==> config.mk <==
export PLATFORM = sky130hd
export DESIGN_NAME = arm
export DESIGN_NICKNAME = d
export VERILOG_FILES = /design/src/source/armPkg.sv /design/src/source/arm.sv /design/src/source/branchPredictor.sv /design/src/source/datapath.sv /design/src/source/hazardUnit.sv
export SDC_FILE = /design/constraint.sdc
export NUM_CORES = 2
export LEC_CHECK = 0
export BUFFER_PORTS_ARGS = -buffer_cell sky130_fd_sc_hd__buf_2
export CORE_AREA = 2 2 268 270
export CTS_CLUSTER_SIZE = 8
export DETAILED_ROUTE_END_ITERATION = 12
export DIE_AREA = 0 0 270 272
export GPL_TIMING_DRIVEN = 0
export PLACE_DENSITY = 0.77
export SYNTH_ARGS = -nofsm -noshare
export SYNTH_HDL_FRONTEND = slang
export SYNTH_SLANG_ARGS = --single-unit
==> constraint.sdc <==
create_clock -name clk -period 8.4 [get_ports clk]
set_clock_uncertainty 0.2 [all_clocks]
set_input_delay 0.42 -clock clk [delete_from_list [all_inputs] [get_ports clk]]
set_output_delay 0.42 -clock clk [all_outputs]
set_load 0.005 [all_outputs]
==> src/source/armPkg.sv <==
package armPkg;

  typedef logic [31:0] word;
  typedef logic [3:0]  regIdx;
  typedef logic [3:0]  bpIdx;
  typedef logic [3:0]  aluOp;

  // Data-processing opcodes, instr[24:21]
  localparam aluOp OpAdd = 4'b0100;
  localparam aluOp OpSub = 4'b0010;
  localparam aluOp OpMov = 4'b1101;
  localparam aluOp OpCmp = 4'b1010;

  localparam logic [3:0] CondEq = 4'b0000;
  localparam logic [3:0] CondNe = 4'b0001;
  localparam logic [3:0] CondAl = 4'b1110;

  localparam int NumPredEntries = 16;

  typedef enum logic [1:0] {
    StrongNot,
    WeakNot,
    WeakTaken,
    StrongTaken
  } counterState;

  typedef struct packed {
    word  instr;
    word  pc;
    logic predictTaken;
  } decodeStage;

  typedef struct packed {
    aluOp       op;
    logic [3:0] cond;
    logic       isBranch;
    logic       isDp;
    logic       regWrite;
    logic       setFlags;
    logic       useImm;
    regIdx      rn;
    regIdx      rd;
    word        srcA;
    word        srcB;         // Immediate already merged in decode
    word        branchTarget;
    word        pc;
    logic       predictTaken;
  } executeStage;

  typedef struct packed {
    logic  regWrite;
    regIdx rd;
    word   result;
  } writebackStage;

  typedef struct packed {
    logic forwardA;
    logic forwardB;
    logic flushD;
    logic flushE;
    logic redirect;
  } hazardCtrl;

endpackage

==> src/source/arm.sv <==
`timescale 1ns/100ps

module arm import armPkg::*; (
  input  logic clk,
  input  logic reset,
  input  word  InstrF,
  output word  PCF,
  output word  R0,
  output word  R1
);

  hazardCtrl ctrl;
  bpIdx      fetchIndex;
  bpIdx      updateIndex;
  logic      updateEn;
  logic      updateTaken;
  logic      predictTakenF;
  logic      matchAW;
  logic      matchBW;
  logic      regWriteW;
  logic      branchE;
  logic      takenE;
  logic      predictTakenE;

  datapath dp (
    .clk(clk),
    .reset(reset),
    .instrF(InstrF),
    .predictTakenF(predictTakenF),
    .ctrl(ctrl),
    .pcF(PCF),
    .fetchIndex(fetchIndex),
    .updateIndex(updateIndex),
    .updateEn(updateEn),
    .updateTaken(updateTaken),
    .matchAW(matchAW),
    .matchBW(matchBW),
    .regWriteW(regWriteW),
    .branchE(branchE),
    .takenE(takenE),
    .predictTakenE(predictTakenE),
    .r0(R0),
    .r1(R1)
  );

  branchPredictor bp (
    .clk(clk),
    .reset(reset),
    .fetchIndex(fetchIndex),
    .updateEn(updateEn),
    .updateTaken(updateTaken),
    .updateIndex(updateIndex),
    .predictTaken(predictTakenF)
  );

  hazardUnit hu (
    .matchAW(matchAW),
    .matchBW(matchBW),
    .regWriteW(regWriteW),
    .branchE(branchE),
    .takenE(takenE),
    .predictTakenE(predictTakenE),
    .ctrl(ctrl)
  );

endmodule

==> src/source/branchPredictor.sv <==
`timescale 1ns/100ps

module branchPredictor import armPkg::*; (
  input  logic clk,
  input  logic reset,
  input  bpIdx fetchIndex,
  input  logic updateEn,
  input  logic updateTaken,
  input  bpIdx updateIndex,
  output logic predictTaken
);

  counterState counters [NumPredEntries];
  counterState fetchState;

  function automatic counterState stepCounter(counterState cur, logic taken);
    case (cur)
      StrongNot: stepCounter = taken ? WeakNot : StrongNot;
      WeakNot:   stepCounter = taken ? WeakTaken : StrongNot;
      WeakTaken: stepCounter = taken ? StrongTaken : WeakNot;
      default:   stepCounter = taken ? StrongTaken : WeakTaken;  // Saturate high
    endcase
  endfunction

  // Read in fetch
  assign fetchState = counters[fetchIndex];
  assign predictTaken = (fetchState == WeakTaken) || (fetchState == StrongTaken);

  // Update from the branch resolved in execute
  always_ff @(posedge clk) begin
    if (reset) begin
      for (int i = 0; i < NumPredEntries; i++) begin
        counters[i] <= WeakNot;
      end
    end else if (updateEn) begin
      counters[updateIndex] <= stepCounter(counters[updateIndex], updateTaken);
    end
  end

  // Entry seen by fetch always holds a known counter state
  counterInRange: assert property (
    @(posedge clk) disable iff (reset)
    fetchState inside {StrongNot, WeakNot, WeakTaken, StrongTaken}
  );

endmodule

==> src/source/datapath.sv <==
`timescale 1ns/100ps

module datapath import armPkg::*; (
  input  logic      clk,
  input  logic      reset,
  input  word       instrF,
  input  logic      predictTakenF,
  input  hazardCtrl ctrl,
  output word       pcF,
  output bpIdx      fetchIndex,
  output bpIdx      updateIndex,
  output logic      updateEn,
  output logic      updateTaken,
  output logic      matchAW,
  output logic      matchBW,
  output logic      regWriteW,
  output logic      branchE,
  output logic      takenE,
  output logic      predictTakenE,
  output word       r0,
  output word       r1
);

  decodeStage    fd;
  executeStage   de;
  executeStage   deNext;
  writebackStage ew;
  logic          validD;
  regIdx         rmE;
  word           rf [16];
  logic          zFlag;

  logic  isBranchF;
  logic  predictF;
  word   targetF;
  word   pcNext;
  aluOp  opD;
  regIdx rnD;
  regIdx rmD;
  regIdx rdD;
  logic  isDpD;
  logic  isBranchD;
  word   readA;
  word   readB;
  word   srcAE;
  word   srcBE;
  word   diffE;
  word   resultE;
  logic  condPass;

  // Fetch
  assign isBranchF = instrF[27:25] == 3'b101;
  assign predictF = isBranchF && predictTakenF;
  assign targetF = pcF + 32'd8 + {{6{instrF[23]}}, instrF[23:0], 2'b00};
  assign fetchIndex = pcF[5:2];

  always_comb begin
    if (ctrl.redirect) begin
      pcNext = takenE ? de.branchTarget : de.pc + 32'd4;
    end else if (predictF) begin
      pcNext = targetF;  // Taken in fetch, no bubble
    end else begin
      pcNext = pcF + 32'd4;
    end
  end

  always_ff @(posedge clk) begin
    if (reset) begin
      pcF <= '0;
    end else begin
      pcF <= pcNext;
    end
  end

  always_ff @(posedge clk) begin
    if (reset || ctrl.flushD) begin
      fd <= '0;
      validD <= 1'b0;
    end else begin
      fd <= '{instr: instrF, pc: pcF, predictTaken: predictF};
      validD <= 1'b1;
    end
  end

  // Decode
  assign opD = fd.instr[24:21];
  assign rnD = fd.instr[19:16];
  assign rdD = fd.instr[15:12];
  assign rmD = fd.instr[3:0];
  assign isDpD = validD && fd.instr[27:26] == 2'b00
                 && (opD inside {OpAdd, OpSub, OpMov, OpCmp});
  assign isBranchD = validD && fd.instr[27:25] == 3'b101;

  // R15 reads as pc+8; writeback value passes straight through
  assign readA = (rnD == 4'hf) ? fd.pc + 32'd8 :
                 (ew.regWrite && ew.rd == rnD) ? ew.result : rf[rnD];
  assign readB = fd.instr[25] ? {24'd0, fd.instr[7:0]} :
                 (rmD == 4'hf) ? fd.pc + 32'd8 :
                 (ew.regWrite && ew.rd == rmD) ? ew.result : rf[rmD];

  always_comb begin
    deNext = '0;
    deNext.op = opD;
    deNext.cond = fd.instr[31:28];
    deNext.isBranch = isBranchD;
    deNext.isDp = isDpD;
    deNext.regWrite = isDpD && opD != OpCmp && rdD != 4'hf;
    deNext.setFlags = isDpD && opD == OpCmp;
    deNext.useImm = fd.instr[25];
    deNext.rn = rnD;
    deNext.rd = rdD;
    deNext.srcA = readA;
    deNext.srcB = readB;
    deNext.branchTarget = fd.pc + 32'd8 + {{6{fd.instr[23]}}, fd.instr[23:0], 2'b00};
    deNext.pc = fd.pc;
    deNext.predictTaken = fd.predictTaken;
  end

  always_ff @(posedge clk) begin
    if (reset || ctrl.flushE) begin
      de <= '0;
      rmE <= '0;
    end else begin
      de <= deNext;
      rmE <= rmD;
    end
  end

  // Execute
  assign matchAW = de.isDp && de.rn == ew.rd;
  assign matchBW = de.isDp && !de.useImm && rmE == ew.rd;
  assign srcAE = ctrl.forwardA ? ew.result : de.srcA;
  assign srcBE = ctrl.forwardB ? ew.result : de.srcB;
  assign diffE = srcAE - srcBE;

  always_comb begin
    case (de.op)
      OpAdd:   resultE = srcAE + srcBE;
      OpMov:   resultE = srcBE;
      default: resultE = diffE;  // SUB and CMP
    endcase
  end

  always_comb begin
    case (de.cond)
      CondEq:  condPass = zFlag;
      CondNe:  condPass = !zFlag;
      CondAl:  condPass = 1'b1;
      default: condPass = 1'b0;
    endcase
  end

  always_ff @(posedge clk) begin
    if (reset) begin
      zFlag <= 1'b0;
    end else if (de.setFlags) begin
      zFlag <= diffE == '0;
    end
  end

  assign branchE = de.isBranch;
  assign takenE = de.isBranch && condPass;
  assign predictTakenE = de.predictTaken;
  assign updateEn = de.isBranch;
  assign updateIndex = de.pc[5:2];
  assign updateTaken = takenE;

  always_ff @(posedge clk) begin
    if (reset) begin
      ew <= '0;
    end else begin
      ew <= '{regWrite: de.regWrite, rd: de.rd, result: resultE};
    end
  end

  // Writeback
  always_ff @(posedge clk) begin
    if (ew.regWrite) begin
      rf[ew.rd] <= ew.result;
    end
  end

  assign regWriteW = ew.regWrite;
  assign r0 = rf[0];
  assign r1 = rf[1];

  redirectNeedsBranch: assert property (
    @(posedge clk) disable iff (reset)
    ctrl.redirect |-> branchE
  );

endmodule

==> src/source/hazardUnit.sv <==
`timescale 1ns/100ps

module hazardUnit import armPkg::*; (
  input  logic      matchAW,
  input  logic      matchBW,
  input  logic      regWriteW,
  input  logic      branchE,
  input  logic      takenE,
  input  logic      predictTakenE,
  output hazardCtrl ctrl
);

  logic mispredict;

  // Outcome disagrees with what fetch assumed
  assign mispredict = branchE && (takenE != predictTakenE);

  always_comb begin
    ctrl = '0;
    ctrl.forwardA = matchAW && regWriteW;
    ctrl.forwardB = matchBW && regWriteW;
    // Both younger instructions are on the wrong path
    ctrl.flushD = mispredict;
    ctrl.flushE = mispredict;
    ctrl.redirect = mispredict;
  end

  always_comb begin
    flushPair: assert (!ctrl.flushE || ctrl.flushD);
  end

endmodule
==> flow_metrics.tcl <==
set metrics [dict create \
    run_status "completed" \
    synth_edf_count 544 \
    cts_tree "built" \
    end_kind "register" \
    post_drt_wl_per_cell_um 31.0 \
    slew_violations 0 \
    drc 0 \
    gp_congestion 1.10 \
    cts_buffers 114 \
    fin_hold_ws_ns 0.225 \
    post_dp_cell_area_mm2 0.0464 \
    grt_most_used_layer "met2" \
    max_slew_margin_pct 7.64 \
    setup_viol 0 \
    vdd_ir_drop_max_mv 0.210 \
    fp.dieH_um 272 \
    drive_gt1_share_pct 18.9 \
    vias 33100 \
    place_inst 4520 \
    wl_um 146000 \
    ys_warn_count 0 \
    pre_cts_slack_ns 1.53 \
    met3_usage_pct 9.48 \
    core_area_mm2 0.0708 \
    required_ns 8.82 \
    fin_crit_sh_pct 88.6 \
    post_cts.repair.setup_buffers 0 \
    grt_overflow_total 0 \
    fp.dieArea_mm2 0.0734 \
    cts-htree-levels 3 \
    avgSynthCellArea_um2 12.9 \
    drt_iter0_markers 4415 \
    hold_class "reg2reg" \
    port_buffers 129 \
    p_leak_nw 18.1 \
    final_nets 3910 \
    viasPerCell 7.03 \
    max_freq_ghz 0.134 \
    postLayoutSetupSlackWorst_ns 0.960 \
    clkTransAtPathRegs_ns 0.06 \
    async_flop_share_pct 0 \
    grt.met1_usage_pct 48.2 \
    cts_sinks 832 \
    period_minus_slack_ns 7.44 \
    grt_usage_pct 39.5 \
    tns_ns 0 \
    stdcell_count 4706 \
    clk_path_buf_depth 3 \
    grt_pass1_vias 33100 \
    cp_max_fo 10 \
    row_count 98 \
    cp-start-kind "register" \
    ioPinCount 130 \
    ys_seq_area_share_pct 50.2 \
    grt_first_pass_wirelength_um 213000 \
    crit_type "reg2reg" \
    detail-route-antenna-nets 0 \
    drt_pass1_iterations 6 \
    ys_seq_elements 832 \
    pwr_density_cell_mw_per_mm2 209 \
    syn_to_final_growth_pct 13.2 \
    syn_nets 3608 \
    synth_ff_type "edfxtp_1" \
    netlist_instances 3416 \
    num-fill-cells 4707 \
    grt_max_degree 25 \
    cts_root_buf "clkbuf_16" \
    fin_area_mm2 0.0499 \
    initial_core_util_pct 62.3 \
    crit_arrival_ns 7.86 \
    hold_viol 0 \
    antenna_found_initial 4 \
    synth.distinct_cells 95 \
    grt_setup_unrepaired "no" \
    hpwl_um 100000 \
    grt_use_met2_pct 63.9 \
    drv_cap 0 \
    dieWidth_um 270 \
    tightest_slew_ns 1.39 \
    clk_latency_ns 0.70 \
    syn_area_mm2 0.0441 \
]
-- state kept, by name, indices dropped and copies added (netlist names), 4 cells and up --
signal / count
bp.counters: 32
dp.deNext: 50
dp.rmE: 4
dp.fd: 15
dp.pcF: 32
dp.rf: 512
dp.updateIndex: 4
dp.de: 142
dp.ew: 36
-- worst max-delay path: stages (launching register included) --
cell	delay, ns
dfxtp_1	0.31
clkbuf_1	0.43
nand2_1	0.15
nor4_2	0.58
clkbuf_1	0.62
clkbuf_1	0.58
nand2_1	0.12
nand2_1	0.14
ha_1	0.27
clkbuf_1	0.25
inv_1	0.31
a41oi_1	0.28
o41ai_1	1.13
a21oi_1	0.28
a2111o_1	0.48
or4_1	0.49
or4_1	0.59
o21ai_1	0.18
-- metal layers --
layer / routed length, µm / up-vias
met4: 10600 / 2
li1: - / 13700
met5: 13 / -
met1: 49500 / 16100
met2: 68300 / 2618
met3: 17300 / 657
-- final timing paths --
check	start	to	slack, ns	cells after the start
max	dp.regWriteW$_SDFF_PP0_	dp.zFlag$_SDFFE_PP0P_	0.96	17
min	dp.deNext[142]$_SDFF_PN0_	dp.de[142]$_SDFF_PN0_	0.23	1
max reg2reg	dp.regWriteW$_SDFF_PP0_	dp.zFlag$_SDFFE_PP0P_	0.96	17
min reg2reg	dp.deNext[142]$_SDFF_PN0_	dp.de[142]$_SDFF_PN0_	0.23	1
-- stage by stage --
step	power, mW	util [%]
floorplan	5.72	-
global placement	6.17	64.9
detailed placement	6.20	65.6
CTS	10.4	70.5
global route	10.7	70.5
finish	10.4	70.5
-- area by class of cell --
class | instances | area (µm²) | share of cell area (%)
Clock buffer | 147 | 3000 | 6.01
Sequential cell | 832 | 22100 | 44.3
Inverter | 86 | 325 | 0.652
Clock inverter | 6 | 124 | 0.248
Antenna cell | 1 | 2.50 | 0.00502
Tap cell | 950 | 1190 | 2.38
Multi-Input combinational cell | 2285 | 20900 | 41.9
Timing Repair Buffer | 186 | 1380 | 2.76
Buffer | 213 | 868 | 1.74
-- synth_stat cells (12+ instances only) --
cell	number	area [µm²]
buf_1	37	139
ha_1	154	1930
a21o_1	64	480
nor4_1	19	119
nor2b_1	23	144
a211oi_1	88	661
xnor2_1	103	902
o211ai_1	16	120
nand3_1	60	300
o21bai_1	30	225
o22ai_1	22	138
o21ai_0	68	340
edfxtp_1	544	16300
nand2b_1	24	150
nor2_1	292	1100
a31oi_1	12	75.1
a221oi_1	16	140
nand2_1	204	766
inv_1	84	315
or3_1	12	75.1
o221ai_1	17	149
xor2_1	77	674
clkbuf_1	157	589
dfxtp_1	288	5770
and2_1	124	776
o31ai_1	18	135
mux2_2	31	349
a21oi_1	145	726
and3_1	32	200
mux2i_1	86	861
mux4_2	335	7540
nor3_1	41	205
nand4_1	24	150
-- cells by family after synthesis --
family	share of synthesized area (%)
flip-flops	50.2
AND/OR/NAND/NOR	9.99
AO/OA/AOI/OAI	9.10
multiplexers	19.9
XOR/XNOR	3.61
buffers and inverters	2.71
adder cells (fa/ha/maj)	4.58
-- power breakdown --
group          leakage [nW]  switching, mW  total [mW]  internal [mW]
registers              7.31          0.257        4.84           4.58
clock network          1.51           1.76        4.21           2.45
logic                  9.27          0.815        1.38          0.561
total                  18.1           2.83        10.4           7.59
-- cell usage in the layout, fill, tap and decap left out, drive strengths merged, types with 9 or more instances in the layout --
| master | synthesis | layout |
|---|---|---|
| a211oi | 89 | 89 |
| a21o | 64 | 64 |
| a21oi | 147 | 147 |
| a221o | 9 | 9 |
| a221oi | 16 | 16 |
| a22oi | 9 | 9 |
| a31oi | 13 | 13 |
| and2 | 125 | 125 |
| and3 | 33 | 33 |
| buf | 56 | 209 |
| clkbuf | 157 | 305 |
| dfxtp | 288 | 288 |
| dlygate4sd3 | 0 | 32 |
| edfxtp | 544 | 544 |
| ha | 154 | 154 |
| inv | 86 | 88 |
| mux2 | 31 | 31 |
| mux2i | 86 | 86 |
| mux4 | 335 | 335 |
| nand2 | 204 | 204 |
| nand2b | 24 | 24 |
| nand3 | 60 | 60 |
| nand4 | 24 | 24 |
| nor2 | 294 | 294 |
| nor2b | 23 | 23 |
| nor3 | 42 | 42 |
| nor4 | 21 | 21 |
| o211ai | 16 | 16 |
| o21ai | 72 | 72 |
| o21bai | 30 | 30 |
| o221ai | 17 | 17 |
| o22ai | 22 | 22 |
| o31ai | 19 | 19 |
| or2 | 10 | 10 |
| or3 | 12 | 12 |
| xnor2 | 104 | 104 |
| xor2 | 77 | 77 |
-- repair_timing --
| item | 4_1_cts | 5_1_grt |
|---|---|---|
| endpoints found under the setup margin | 0 | 0 |
| hold buffers | 32 | 0 |
| endpoints found under the hold margin | 32 | 0 |
| gates resized for setup | 0 | 0 |
Note: power is estimated with default switching activity, not from simulation.
